--- src/source/pipe_pkg.sv ---
package pipe_pkg;

   // Datapath sizes
   localparam int xlen      = 32;
   localparam int reg_count = 8;
   localparam int reg_id_w  = $clog2(reg_count);
   localparam int imm_w     = 16;
   localparam int shamt_w   = $clog2(xlen);

   typedef logic [xlen-1:0]     word_t;
   typedef logic [reg_id_w-1:0] reg_id_t;
   typedef logic [31:0]         instr_t;

   // Instruction word layout, bits 18..16 are unused
   localparam int imm_sel_bit = 31;
   localparam int op_hi       = 30;
   localparam int op_lo       = 28;
   localparam int dr_hi       = 27;
   localparam int dr_lo       = 25;
   localparam int sr1_hi      = 24;
   localparam int sr1_lo      = 22;
   localparam int sr2_hi      = 21;
   localparam int sr2_lo      = 19;
   localparam int imm_hi      = 15;
   localparam int imm_lo      = 0;

   // ALU operations, operand a is sr1 and operand b is sr2 or the
   // sign-extended immediate
   //   add      a + b, modulo 2^32
   //   sub      a - b, modulo 2^32
   //   and_op   a & b
   //   or_op    a | b
   //   xor_op   a ^ b
   //   shl      a shifted left by b[4:0]
   //   shr      a shifted right by b[4:0], zero fill
   //   mov      b
   // Every instruction writes its result to dr
   typedef enum logic [2:0] {
      add    = 3'd0,
      sub    = 3'd1,
      and_op = 3'd2,
      or_op  = 3'd3,
      xor_op = 3'd4,
      shl    = 3'd5,
      shr    = 3'd6,
      mov    = 3'd7
   } alu_op_t;

endpackage
--- src/source/pipeline_top.sv ---
module pipeline_top (
   input  logic              clk,
   input  logic              rst_n,
   input  logic              instr_req,
   input  pipe_pkg::instr_t  instr,
   output logic              instr_ack,
   output logic              result_req,
   input  logic              result_ack,
   output pipe_pkg::reg_id_t result_dr,
   output pipe_pkg::word_t   result_data
);

   logic              de_load;
   logic              ex_load;
   logic              wb_load;
   logic              rf_we;
   pipe_pkg::reg_id_t de_dr;
   pipe_pkg::reg_id_t de_sr1;
   pipe_pkg::reg_id_t de_sr2;
   logic              de_imm_sel;
   pipe_pkg::alu_op_t de_op;
   pipe_pkg::word_t   de_imm_ext;
   pipe_pkg::reg_id_t ex_dr;
   pipe_pkg::word_t   rd_data1;
   pipe_pkg::word_t   rd_data2;

   pipeline_control control_i (
      .clk        (clk),
      .rst_n      (rst_n),
      .instr_req  (instr_req),
      .instr_ack  (instr_ack),
      .result_req (result_req),
      .result_ack (result_ack),
      .de_dr      (de_dr),
      .de_sr1     (de_sr1),
      .de_sr2     (de_sr2),
      .de_imm_sel (de_imm_sel),
      .ex_dr      (ex_dr),
      .wb_dr      (result_dr),
      .de_load    (de_load),
      .ex_load    (ex_load),
      .wb_load    (wb_load),
      .rf_we      (rf_we)
   );

   decode_stage decode_i (
      .clk     (clk),
      .rst_n   (rst_n),
      .de_load (de_load),
      .instr   (instr),
      .sr1     (de_sr1),
      .sr2     (de_sr2),
      .dr      (de_dr),
      .imm_sel (de_imm_sel),
      .op      (de_op),
      .imm_ext (de_imm_ext)
   );

   // Writeback latch feeds the write port directly
   register_file regfile_i (
      .clk      (clk),
      .rst_n    (rst_n),
      .rd_id1   (de_sr1),
      .rd_id2   (de_sr2),
      .rd_data1 (rd_data1),
      .rd_data2 (rd_data2),
      .we       (rf_we),
      .wr_id    (result_dr),
      .wr_data  (result_data)
   );

   execute_stage execute_i (
      .clk      (clk),
      .rst_n    (rst_n),
      .ex_load  (ex_load),
      .wb_load  (wb_load),
      .op       (de_op),
      .imm_sel  (de_imm_sel),
      .imm_ext  (de_imm_ext),
      .dr       (de_dr),
      .rd_data1 (rd_data1),
      .rd_data2 (rd_data2),
      .ex_dr    (ex_dr),
      .wb_dr    (result_dr),
      .wb_data  (result_data)
   );

endmodule

--- src/source/pipeline_control.sv ---
module pipeline_control (
   input  logic              clk,
   input  logic              rst_n,
   // Instruction handshake
   input  logic              instr_req,
   output logic              instr_ack,
   // Result handshake
   output logic              result_req,
   input  logic              result_ack,
   // Register numbers for the dependency check
   input  pipe_pkg::reg_id_t de_dr,
   input  pipe_pkg::reg_id_t de_sr1,
   input  pipe_pkg::reg_id_t de_sr2,
   input  logic              de_imm_sel,
   input  pipe_pkg::reg_id_t ex_dr,
   input  pipe_pkg::reg_id_t wb_dr,
   // Latch enables
   output logic              de_load,
   output logic              ex_load,
   output logic              wb_load,
   output logic              rf_we
);

   logic de_valid;
   logic ex_valid;
   logic wb_valid;
   logic wb_free;
   logic ex_ready;
   logic de_ready;
   logic hazard;
   logic wb_same_dr;

   // One bit per register with a write still in execute or writeback
   logic [pipe_pkg::reg_count-1:0] pending;

   // Writeback only refills once the consumer has dropped its ack
   assign wb_free  = !wb_valid && !result_ack;
   assign wb_load  = ex_valid && wb_free;
   assign ex_ready = !ex_valid || wb_load;

   // Hold decode while a source still has an older write in flight
   assign hazard  = pending[de_sr1] || (!de_imm_sel && pending[de_sr2]);
   assign ex_load = de_valid && !hazard && ex_ready;

   assign de_ready = !de_valid || ex_load;
   assign de_load  = instr_req && !instr_ack && de_ready;

   // Result is offered for as long as writeback holds one
   assign result_req = wb_valid;
   assign rf_we      = wb_valid && result_ack;

   // Younger writer in execute keeps the register marked
   assign wb_same_dr = ex_valid && (ex_dr == wb_dr);

   always_ff @(posedge clk) begin
      if (!rst_n) begin
         de_valid <= 1'b0;
         ex_valid <= 1'b0;
         wb_valid <= 1'b0;
      end else begin
         if (de_load) begin
            de_valid <= 1'b1;
         end else if (ex_load) begin
            de_valid <= 1'b0;
         end
         if (ex_load) begin
            ex_valid <= 1'b1;
         end else if (wb_load) begin
            ex_valid <= 1'b0;
         end
         if (wb_load) begin
            wb_valid <= 1'b1;
         end else if (rf_we) begin
            wb_valid <= 1'b0;
         end
      end
   end

   always_ff @(posedge clk) begin
      if (!rst_n) begin
         pending <= '0;
      end else begin
         if (rf_we && !wb_same_dr) begin
            pending[wb_dr] <= 1'b0;
         end
         // A new writer entering execute wins over a clear
         if (ex_load) begin
            pending[de_dr] <= 1'b1;
         end
      end
   end

   // Ack rises with the capture and falls once req is seen low
   always_ff @(posedge clk) begin
      if (!rst_n) begin
         instr_ack <= 1'b0;
      end else if (instr_ack) begin
         instr_ack <= instr_req;
      end else begin
         instr_ack <= de_load;
      end
   end

endmodule

--- src/source/execute_stage.sv ---
module execute_stage (
   input  logic              clk,
   input  logic              rst_n,
   input  logic              ex_load,
   input  logic              wb_load,
   // From decode
   input  pipe_pkg::alu_op_t op,
   input  logic              imm_sel,
   input  pipe_pkg::word_t   imm_ext,
   input  pipe_pkg::reg_id_t dr,
   // From the register file
   input  pipe_pkg::word_t   rd_data1,
   input  pipe_pkg::word_t   rd_data2,
   // Destinations in flight
   output pipe_pkg::reg_id_t ex_dr,
   output pipe_pkg::reg_id_t wb_dr,
   output pipe_pkg::word_t   wb_data
);

   pipe_pkg::word_t   a_q;
   pipe_pkg::word_t   b_q;
   pipe_pkg::alu_op_t op_q;
   pipe_pkg::word_t   alu_result;

   logic [pipe_pkg::shamt_w-1:0] shamt;

   // Operand latch, b is the immediate or sr2
   always_ff @(posedge clk) begin
      if (!rst_n) begin
         a_q   <= '0;
         b_q   <= '0;
         op_q  <= pipe_pkg::add;
         ex_dr <= '0;
      end else if (ex_load) begin
         a_q   <= rd_data1;
         b_q   <= imm_sel ? imm_ext : rd_data2;
         op_q  <= op;
         ex_dr <= dr;
      end
   end

   assign shamt = b_q[pipe_pkg::shamt_w-1:0];

   always_comb begin
      case (op_q)
         pipe_pkg::add:    alu_result = a_q + b_q;
         pipe_pkg::sub:    alu_result = a_q - b_q;
         pipe_pkg::and_op: alu_result = a_q & b_q;
         pipe_pkg::or_op:  alu_result = a_q | b_q;
         pipe_pkg::xor_op: alu_result = a_q ^ b_q;
         pipe_pkg::shl:    alu_result = a_q << shamt;
         // Logical shift, zero fill
         pipe_pkg::shr:    alu_result = a_q >> shamt;
         pipe_pkg::mov:    alu_result = b_q;
         default:          alu_result = b_q;
      endcase
   end

   // Result latch, held until the result handshake completes
   always_ff @(posedge clk) begin
      if (!rst_n) begin
         wb_dr   <= '0;
         wb_data <= '0;
      end else if (wb_load) begin
         wb_dr   <= ex_dr;
         wb_data <= alu_result;
      end
   end

endmodule

--- src/source/decode_stage.sv ---
module decode_stage (
   input  logic              clk,
   input  logic              rst_n,
   input  logic              de_load,
   input  pipe_pkg::instr_t  instr,
   output pipe_pkg::reg_id_t sr1,
   output pipe_pkg::reg_id_t sr2,
   output pipe_pkg::reg_id_t dr,
   output logic              imm_sel,
   output pipe_pkg::alu_op_t op,
   output pipe_pkg::word_t   imm_ext
);

   pipe_pkg::instr_t instr_q;

   logic [pipe_pkg::imm_w-1:0] imm;

   // Decode latch
   always_ff @(posedge clk) begin
      if (!rst_n) begin
         instr_q <= '0;
      end else if (de_load) begin
         instr_q <= instr;
      end
   end

   // Field extraction
   assign imm_sel = instr_q[pipe_pkg::imm_sel_bit];
   assign op      = pipe_pkg::alu_op_t'(instr_q[pipe_pkg::op_hi:pipe_pkg::op_lo]);
   assign dr      = instr_q[pipe_pkg::dr_hi:pipe_pkg::dr_lo];
   assign sr1     = instr_q[pipe_pkg::sr1_hi:pipe_pkg::sr1_lo];
   assign sr2     = instr_q[pipe_pkg::sr2_hi:pipe_pkg::sr2_lo];
   assign imm     = instr_q[pipe_pkg::imm_hi:pipe_pkg::imm_lo];

   // Sign extend to a full word
   assign imm_ext = {{(pipe_pkg::xlen - pipe_pkg::imm_w){imm[pipe_pkg::imm_w-1]}}, imm};

endmodule

--- src/source/register_file.sv ---
module register_file (
   input  logic              clk,
   input  logic              rst_n,
   input  pipe_pkg::reg_id_t rd_id1,
   input  pipe_pkg::reg_id_t rd_id2,
   output pipe_pkg::word_t   rd_data1,
   output pipe_pkg::word_t   rd_data2,
   input  logic              we,
   input  pipe_pkg::reg_id_t wr_id,
   input  pipe_pkg::word_t   wr_data
);

   pipe_pkg::word_t regs [pipe_pkg::reg_count];

   // Two asynchronous read ports
   assign rd_data1 = regs[rd_id1];
   assign rd_data2 = regs[rd_id2];

   // Single write port from writeback
   always_ff @(posedge clk) begin
      if (!rst_n) begin
         for (int i = 0; i < pipe_pkg::reg_count; i++) begin
            regs[i] <= '0;
         end
      end else if (we) begin
         regs[wr_id] <= wr_data;
      end
   end

endmodule

--- config.mk ---
export PLATFORM = sky130hd
export DESIGN_NAME = pipeline_top
export DESIGN_NICKNAME = d
export VERILOG_FILES = /design/src/source/pipe_pkg.sv /design/src/source/pipeline_top.sv /design/src/source/pipeline_control.sv /design/src/source/execute_stage.sv /design/src/source/decode_stage.sv /design/src/source/register_file.sv
export SDC_FILE = /design/constraint.sdc
export NUM_CORES = 1
export LEC_CHECK = 0
export BUFFER_PORTS_ARGS = -buffer_cell sky130_fd_sc_hd__buf_2
export CORE_MARGIN = 5
export CORE_UTILIZATION = 50
export CTS_CLUSTER_SIZE = 30
export DETAILED_ROUTE_END_ITERATION = 8
export PLACE_DENSITY = 0.72
export RECOVER_POWER = 100
export SLEW_MARGIN = 30
export SYNTH_ARGS = -nofsm -noshare
export SYNTH_HDL_FRONTEND = slang
export SYNTH_HIERARCHICAL = 1
export SYNTH_SLANG_ARGS = --single-unit
--- constraint.sdc ---
create_clock -name clk -period 5.35 [get_ports clk]
set_input_delay 0.2675 -clock clk [delete_from_list [all_inputs] [get_ports clk]]
set_output_delay 0.2675 -clock clk [all_outputs]
set_load 0.03 [all_outputs]
==> results of run 1 <==
## worst reg2reg max path, delay by kind of cell, from the launching register on
family          cells  cell delay (ns)
simple gates        3             1.64
flops               1             0.34
compound gates      2             1.10
buf+inv             2             1.62
## layer usage
metal  wire length, um  vias up
met5                27        -
met4              4020        4
met3             10700      245
met2             40800     1296
met1             34900    10900
li1                  -     9762
## through the flow
step	cell area [sq um]	instances	util [%]
after CTS	29800	3289	55.1
after global placement	28000	3174	51.8
final	29600	3289	54.8
after global routing	29600	3289	54.8
after detailed placement	28000	3177	51.9
after floorplan	27300	2596	-
## power breakdown
group          switching [uW]  internal, uW  leakage (uW)
Clock                    1320          1700      0.000700
Combinational            1770          1180       0.00599
Sequential                224          3440       0.00381
Total                    3310          6320        0.0105
## layout make-up
| type | count | area (sq um) |
|---|---|---|
| tap | 696 | 871 |
| clock inverter | 19 | 211 |
| timing repair buffer | 157 | 986 |
| inverter | 114 | 428 |
| multi-input combinational | 1838 | 15300 |
| fill | 4610 | 24400 |
| sequential | 402 | 10600 |
| clock buffer | 63 | 1220 |
## synthesized netlist by cell type (all sizes together) (5+ instances only)
master and number:
a211o 6, a211oi 16, a21o 12, a21oi 101, a221oi 25, a31oi 22, a41o 12, a41oi 8
and2 6, and3 8, and4 6, buf 98, clkbuf 144, clkinv 33, dfxtp 146, edfxtp 256
ha 97, inv 81, mux2 74, mux2i 163, mux4 159, nand2 252, nand2b 12, nand3 29
nand4 9, nor2 97, nor2b 79, nor3 269, nor4 5, o2111ai 12, o211a 33, o211ai 20
o21a 6, o21ai 156, o221ai 9, o22ai 19, o31ai 8, or2 7, xnor2 46, xor2 9
## flip-flops by register name (all words and copies together), names as in the netlist
name,count
control_i/de_valid,1
control_i/ex_valid,1
control_i/instr_ack,1
control_i/pending,8
control_i/result_req,1
decode_i/instr_q,29
execute_i/a_q,32
execute_i/b_q,32
execute_i/ex_dr,3
execute_i/op_q,3
execute_i/wb_data,32
execute_i/wb_dr,3
regfile_i/regs,256
## cells in the final DEF (no fill, tap or decap), drive strengths merged, types with 9 or more instances in the layout
cell         Yosys  final
nor3           269    269
edfxtp         256    256
nand2          252    252
mux2i          163    163
mux4           159    159
o21ai          156    156
dfxtp          146    146
clkbuf         144    122
a21oi          101    101
ha              97     97
nor2            97     97
inv             81     82
nor2b           79     79
mux2            74     74
buf             98     68
clkinv          33     49
xnor2           46     46
o211a           33     33
dlygate4sd3      0     30
nand3           29     29
a221oi          25     25
a31oi           22     22
o211ai          20     20
o22ai           19     19
a211oi          16     16
nand2b          12     12
a21o            12     12
o2111ai         12     12
a41o            12     12
nand4            9      9
o221ai           9      9
xor2             9      9
## kinds of logic (layout without fill, tap and decap cells)
logic type | after synthesis | after routing | share of synthesized area, %
AND/OR/NAND/NOR | 799 | 799 | 14.0
AO/OA/AOI/OAI | 490 | 490 | 11.8
flip-flops | 402 | 402 | 38.8
multiplexers | 396 | 396 | 23.3
buffers and inverters | 356 | 353 | 5.75
adder cells (fa/ha/maj) | 98 | 98 | 4.51
XOR/XNOR | 55 | 55 | 1.79
## path summary, 6_finish.rpt
check	startpoint	endpoint	slack, ns	cells after the start
min	instr_req	control_i/de_valid	0.05	3
max	decode_i/instr_q[20]	execute_i/b_q[4]	0.55	7
max reg2reg	decode_i/instr_q[20]	execute_i/b_q[4]	0.55	7
min reg2reg	decode_i/instr_q[28]	decode_i/instr_q[28]	0.52	2
==> impl_metrics.json, run 1 <==
{
  "drt_iter0_drc": 2909,
  "power.density_mw_per_mm2": 325,
  "crit_fanout": 35,
  "p_leak_uw": 0.0105,
  "diodes": 0,
  "clkTransAtPathRegs_ns": 0.06,
  "wirelength_um": 90400,
  "avgSynthCellArea_sq_um": 10.5,
  "critPathBufInv": 2,
  "ant_nets": 0,
  "synthesis.area_sq_mm": 0.0273,
  "worstPathRequired_ns": 5.83,
  "min_period_ns": 4.80,
  "max-slew-margin-rel_pct": -135,
  "portBuffers": 69,
  "drv_slew": 523,
  "fp.coreArea_sq_mm": 0.0540,
  "synth_edf_count": 256,
  "netlist_instances": 2596,
  "grt_use_met3_pct": 8.45,
  "syn_to_final_growth_pct": 8.27,
  "htree_levels": 2,
  "critical_path.cell_chain": "clkbuf_2, nand2_1, o211ai_1, and4_1, clkbuf_2, nand2_1, o211a_1",
  "dp_hpwl_um": 60900,
  "synth-seq-cells": 402,
  "max-cap-violations": 10,
  "rows": 85,
  "grt_max_degree": 106,
  "slowest_stage": "and4_1",
  "clock_latency_ns": 0.61,
  "dr.pass1.iters": 6,
  "vias": 22200,
  "first_global_vias": 21900,
  "cpPeakStageDelay_ns": 1.33,
  "drcViolationCount": 0,
  "gr-usage-all-layers_pct": 29.5,
  "synth_fp_nets": 2730,
  "hold_viol_final": 0,
  "tns_ns": 0,
  "detailedPlace.worstSlack_ns": 1.08,
  "cts_resized": 0,
  "power_uw": 9640,
  "arrival_ns": 5.28,
  "synth-async-reset-ratio_pct": 0,
  "io_pins": 73,
  "initial_core_util_pct": 50.6,
  "cts_setup_buffers": 0,
  "ir_worst_vdd_mv": 0.282,
  "layout-drive-gt1-share_pct": 12.8,
  "violations": "capacitance limit, slew limit",
  "clock_skew_ns": 0.0639,
  "ys_seq_area_share_pct": 38.8,
  "period_share_pct": 89.7,
  "crit_type": "register to register",
  "cts_buffer_depth": 3,
  "synth_cell_types": 82,
  "die_h_um": 244,
  "synth_area_leader_cell": "edfxtp_1",
  "status": "finished, violations left",
  "wl_per_cell_um": 27.5,
  "cp-start-kind": "register",
  "die_w_um": 244,
  "die-area_sq_mm": 0.0595,
  "clock.fmax_ghz": 0.208,
  "final_net_count": 2692,
  "numCtsBuffers": 45,
  "ys_warn_count": 6,
  "grt_overflow": 0,
  "cts_hold_buf": 30,
  "setup_ws_ns": 0.549,
  "cts.sinks": 402,
  "synth_top_cell_area_share_pct": 28.1,
  "via_per_inst": 6.74,
  "hp-class": "primary input to register",
  "end_kind": "register",
  "ys_top_cells_by_area": "edfxtp_1 (28%), dfxtp_1 (11%), mux4_1 (7.9%), mux4_2 (6.3%), mux2i_1 (5.9%)",
  "finalSetupViolCount": 0,
  "grt_pass1_wl_um": 136000,
  "synthFlopType": "edfxtp_1",
  "top_usage_layer": "met2",
  "hold_ws_ns": 0.0487,
  "gp_congestion": 0.982,
  "worst_slew_pin_slew_ns": 3.53,
  "critical-path-top-delay-family": "simple AND/OR/NAND/NOR gates",
  "cts_tree": "done",
  "use_met2_pct": 46.4,
  "use_met1_pct": 38.8,
  "rsz0062_at_grt": "false",
  "root_buffer": "clkbuf_16",
  "grt_antenna_before_repair": 4
}
Note: power is estimated with default switching activity, not from simulation.
==> run 2, diff against run 1 <==
==> constraint.sdc (replaced) <==
create_clock -name clk -period 4.85 [get_ports clk]
set_input_delay 0.2425 -clock clk [delete_from_list [all_inputs] [get_ports clk]]
set_output_delay 0.2425 -clock clk [all_outputs]
set_load 0.03 [all_outputs]
==> run 2 against run 1 <==
  * Register-to-register slack worse by 0.21 ns
  * Sequential cell count unchanged
  * Hold slack improved by 0.40 ns
  * Via count up 1.1%
  * Design area up 0.37%
  * Power is 11% higher
  * Non-clock buffer count grew 14
  * The run still ends with capacitance limit, slew limit left
  * Combinational power is 11% higher
  * Critical endpoint is now regfile_i/regs[0][29]
  * Highest routed layer is now met4
  * Clock skew shrank 0.012 ns
==> impl_metrics.json, run 2 (synthesis results as in run 1) <==
{
  "io_pins": 73,
  "grt_pass1_wl_um": 137000,
  "arrival_ns": 4.93,
  "cts_buffer_depth": 3,
  "syn_to_final_growth_pct": 8.68,
  "cts.sinks": 402,
  "power_uw": 10700,
  "wirelength_um": 92500,
  "layout_commonest_cell": "nor3_1",
  "drt_iter0_drc": 2892,
  "crit_start": "rst_n",
  "period_share_pct": 96.4,
  "worstHoldStart": "result_ack",
  "drcViolationCount": 0,
  "power.density_mw_per_mm2": 361,
  "rsz0062_at_grt": "false",
  "vias": 22400,
  "fp.coreArea_sq_mm": 0.0540,
  "nFillCells": 4606,
  "largest_reg_flops": 256,
  "rows": 85,
  "fin_area_sq_mm": 0.0297,
  "hp-class": "primary input to register",
  "min_period_ns": 4.68,
  "wl_per_cell_um": 28.0,
  "root_buffer": "clkbuf_16",
  "worstPathRequired_ns": 5.10,
  "top_register": "regfile_i/regs",
  "dr.pass1.iters": 6,
  "htree_levels": 2,
  "finalSetupViolCount": 0,
  "max-cap-violations": 12,
  "clkTransAtPathRegs_ns": 0.06,
  "status": "finished, violations left",
  "use_met1_pct": 41.5,
  "first_global_vias": 21400,
  "p_leak_uw": 0.0106,
  "use_met2_pct": 47.0,
  "die-area_sq_mm": 0.0595,
  "final_net_count": 2704,
  "clock_latency_ns": 0.60,
  "placed_area_sq_mm": 0.0281,
  "ant_nets": 0,
  "hold_viol_final": 0,
  "max-slew-margin-rel_pct": -120,
  "cts_setup_buffers": 0,
  "end_kind": "register",
  "tns_ns": 0,
  "layout-drive-gt1-share_pct": 13.4,
  "clock_skew_ns": 0.0520,
  "crit_type": "primary input to register",
  "gr-usage-all-layers_pct": 29.9,
  "portBuffers": 69,
  "ir_worst_vdd_mv": 0.356,
  "top_usage_layer": "met2",
  "drv_slew": 536,
  "numCtsBuffers": 43,
  "die_h_um": 244,
  "clock.fmax_ghz": 0.214,
  "grt_max_degree": 89,
  "grt_overflow": 0,
  "initial_core_util_pct": 50.6,
  "dp_hpwl_um": 63000,
  "via_per_inst": 6.79,
  "r2r-start": "execute_i/b_q[0]",
  "gp_congestion": 0.987,
  "cts_tree": "done",
  "grt_use_met3_pct": 6.18,
  "crit_fanout": 62,
  "grt_antenna_before_repair": 3,
  "cp-start-kind": "primary input",
  "mostFrequentLayoutCells": "nor3_1 (269), edfxtp_1 (256), nand2_1 (252), mux2i_1 (162), o21ai_0 (147)",
  "violations": "capacitance limit, slew limit",
  "worst_slew_pin_slew_ns": 3.30,
  "die_w_um": 244
}
[run 2: cell types whose count changed in the layout (fill, tap and decap cells not counted), moves of 3 or more]
cell,delta
clkbuf_8,+4
o21ai_4,-5
clkbuf_1,-10
clkinv_2,-5
clkbuf_2,+3
clkinvlp_4,+3
o21ai_2,+5
clkinv_1,+5
buf_4,+13
[run 2: repair_timing]
action	4_1_cts	5_1_grt
resized for setup	0	0
endpoints found under the hold margin	31	0
hold buffers	31	0
[run 2: final timing paths]
kind         depth (start not counted)                     to  slack [ns]
max                                  4  regfile_i/regs[0][29]        0.17
min                                  3   control_i/result_req        0.45
max reg2reg                         16  execute_i/wb_data[28]        0.34
min reg2reg                          2    decode_i/instr_q[9]        0.52
[run 2: routing by layer]
metal | up-vias | share of wire (%)
li1 | 9791 | -
met5 | - | 0
met2 | 1299 | 46
met3 | 219 | 10
met4 | 0 | 3.9
met1 | 11100 | 40
[run 2: layout make-up]
| type | count | area (sq um) | share of cell area, % |
|---|---|---|---|
| Multi-Input combinational cell | 1838 | 15200 | 51.2 |
| Sequential cell | 402 | 10600 | 35.8 |
| Clock buffer | 56 | 1180 | 3.99 |
| Timing Repair Buffer | 171 | 1100 | 3.70 |
| Tap cell | 696 | 871 | 2.93 |
| Inverter | 114 | 428 | 1.44 |
| Clock inverter | 24 | 280 | 0.943 |
| Antenna cell | 2 | 5.00 | 0.0168 |
[run 2: report_power, final]
part | switching [uW] | total (uW) | internal, uW
sequential | 247 | 4040 | 3800
combinational | 1950 | 3260 | 1310
clock | 1460 | 3410 | 1960
[run 2: critical path, stage by stage]
cell	delay, ns
clkbuf_1	0.20
clkbuf_1	2.36
o21ai_2	1.48
clkbuf_2	0.61
[run 2: per-stage QoR]
| stage | util, % | instances | hold WS [ns] | setup WS (ns) |
|---|---|---|---|---|
| after floorplan | - | 2596 | 0.322 | 0.630 |
| after global placement | 52.0 | 3189 | 0.492 | 0.511 |
| after detailed placement | 52.0 | 3189 | 0.501 | 0.517 |
| after CTS | 55.3 | 3300 | 0.408 | 0.467 |
| after global routing | 55.0 | 3302 | 0.456 | 0.122 |
| final | 55.0 | 3303 | 0.449 | 0.174 |
==> run 3, diff against run 2 <==
--- a/config.mk
+++ b/config.mk
@@ -6,11 +6,13 @@
 export NUM_CORES = 1
 export LEC_CHECK = 0
 export BUFFER_PORTS_ARGS = -buffer_cell sky130_fd_sc_hd__buf_2
+export CELL_PAD_IN_SITES_DETAIL_PLACEMENT = 0
+export CELL_PAD_IN_SITES_GLOBAL_PLACEMENT = 1
 export CORE_MARGIN = 5
 export CORE_UTILIZATION = 50
 export CTS_CLUSTER_SIZE = 30
 export DETAILED_ROUTE_END_ITERATION = 8
-export PLACE_DENSITY = 0.72
+export PLACE_DENSITY = 0.85
 export RECOVER_POWER = 100
 export SLEW_MARGIN = 30
 export SYNTH_ARGS = -nofsm -noshare
==> constraint.sdc (replaced) <==
create_clock -name clk -period 4.85 [get_ports clk]
set_input_delay 0.485 -clock clk [delete_from_list [all_inputs] [get_ports clk]]
set_output_delay 0.485 -clock clk [all_outputs]
set_load 0.03 [all_outputs]
==> run 3 against run 2 <==
  * The run still ends with capacitance limit, slew limit left
  * Sequential cell count unchanged
  * Critical endpoint is now execute_i/wb_data[23]
  * Sequential power about the same
  * Cell count decreased by 1.0%
  * Wire length decreased by 1.1%
  * Clock skew decreased by 0.0039 ns
  * Die area unchanged
  * Clock power increased by 8.2%
  * Setup slack got worse by 0.023 ns
  * Maximum frequency decreased by 0.50%
  * Highest routed layer is now met5
==> impl_metrics.json, run 3 (synthesis results as in run 1) <==
{
  "status": "finished, violations left",
  "violations": "capacitance limit, slew limit",
  "die_h_um": 244,
  "end_kind": "register",
  "clock_latency_ns": 0.61,
  "tns_ns": 0,
  "cts.sinks": 402,
  "multi_input_area_sq_mm": 0.0152,
  "crit_fanout": 74,
  "grt_max_degree": 101,
  "ant_nets": 0,
  "drv_slew": 584,
  "htree_levels": 2,
  "mostFrequentLayoutCells": "nor3_1 (269), edfxtp_1 (256), nand2_1 (252), mux2i_1 (162), o21ai_0 (150)",
  "ff_latch_area_sq_mm": 0.0106,
  "clock_skew_ns": 0.0481,
  "dp_hpwl_um": 62500,
  "cts_hold_buf": 0,
  "via_per_inst": 6.75,
  "grt_overflow": 0,
  "met1_length_um": 37900,
  "worstPathRequired_ns": 5.35,
  "rsz0062_at_grt": "false",
  "fin_util_pct": 54.5,
  "grt_pass1_wl_um": 136000,
  "io_pins": 73,
  "diodes": 0,
  "cts_resized": 0,
  "cts_setup_buffers": 0,
  "arrival_ns": 5.20,
  "hp-class": "primary input to register",
  "min_period_ns": 4.70,
  "worst_slew_pin_slew_ns": 3.69,
  "cts_tree": "done",
  "layout-drive-gt1-share_pct": 13.4,
  "initial_core_util_pct": 50.6,
  "crit_type": "register to register",
  "rows": 85,
  "clock.fmax_ghz": 0.213,
  "wl_met2_um": 41100,
  "numCtsBuffers": 45,
  "dr.pass1.iters": 6,
  "wl_met3_um": 9430,
  "grt_antenna_before_repair": 2,
  "first_global_vias": 21100,
  "vias": 22100,
  "layout_commonest_cell": "nor3_1",
  "final_net_count": 2670,
  "p_leak_uw": 0.0105,
  "ir_worst_vdd_mv": 0.335,
  "drcViolationCount": 0,
  "die-area_sq_mm": 0.0595,
  "nFillCells": 4710,
  "finalSetupViolCount": 0,
  "portBuffers": 69,
  "drt_iter0_drc": 2796,
  "gr-usage-all-layers_pct": 29.7,
  "gp_congestion": 0.977,
  "wirelength_um": 91400,
  "period_share_pct": 96.9,
  "highest_layer": "met5",
  "max-cap-violations": 13,
  "hold_viol_final": 0,
  "power.density_mw_per_mm2": 373,
  "top_register": "regfile_i/regs",
  "cts_buffer_depth": 3,
  "syn_to_final_growth_pct": 7.77,
  "wl_per_cell_um": 28.0,
  "cp-start-kind": "register",
  "largest_reg_flops": 256,
  "max-slew-margin-rel_pct": -146,
  "root_buffer": "clkbuf_16",
  "fp.coreArea_sq_mm": 0.0540,
  "die_w_um": 244,
  "clkTransAtPathRegs_ns": 0.06
}
[run 3: cell types whose count changed in the layout (fill, tap and decap cells not counted), moves of 4 or more]
cell,change
dlygate4sd3_1,-31
bufinv_16,+4
o21ai_2,-4
clkbuf_8,-6
[run 3: final cells by class]
class,count,share of cell area [%]
repair buffers,135,2.59
clock buffers,55,4.02
inverters,114,1.45
well taps,696,2.96
multi-input cells,1838,51.5
flip-flops and latches,402,36.1
clock inverters,29,1.42
[run 3: final timing paths]
kind                                         endpoint  slack (ns)  cells after the start                start
worst min register to register    decode_i/instr_q[7]        0.53                      2  decode_i/instr_q[7]
worst max register to register  execute_i/wb_data[23]        0.15                     10    execute_i/op_q[0]
worst min-delay path             control_i/result_req        0.13                      2           result_ack
worst max-delay path            execute_i/wb_data[23]        0.15                     10    execute_i/op_q[0]
[run 3: critical path, stage by stage (launching register included)]
cell,delay (ns)
dfxtp_1,0.50
clkbuf_2,1.23
nand2_1,0.92
or2_2,0.58
nor2_1,0.34
nand2_1,0.19
o2111ai_1,0.45
a21oi_1,0.09
o221ai_1,0.10
a21oi_1,0.06
nor2_1,0.11
[run 3: through the flow]
step	hold WS, ns	setup slack (ns)	instance area, sq um	std cells	power, uW
5_1_grt	0.118	0.0487	29500	3269	11400
2_1_floorplan	0.482	0.630	27300	2596	6360
3_5_place_dp	0.509	0.485	28100	3185	7280
6_report	0.130	0.151	29500	3269	11000
4_1_cts	0.112	0.444	29700	3269	11000
3_3_place_gp	0.498	0.483	28100	3185	7240
[run 3: power by group]
| group | total (uW) | internal [uW] | leakage (uW) | switching, uW |
|---|---|---|---|---|
| Sequential | 4030 | 3800 | 0.00381 | 235 |
| Combinational | 3270 | 1290 | 0.00591 | 1970 |
| Clock | 3690 | 2200 | 0.000771 | 1490 |
[run 3: per-layer routing]
| layer | track usage, % | vias to the layer above |
|---|---|---|
| met5 | 0 | - |
| li1 | - | 9728 |
| met3 | 6.19 | 190 |
| met2 | 45.4 | 1213 |
| met4 | 8.83 | 4 |
| met1 | 43.1 | 10900 |
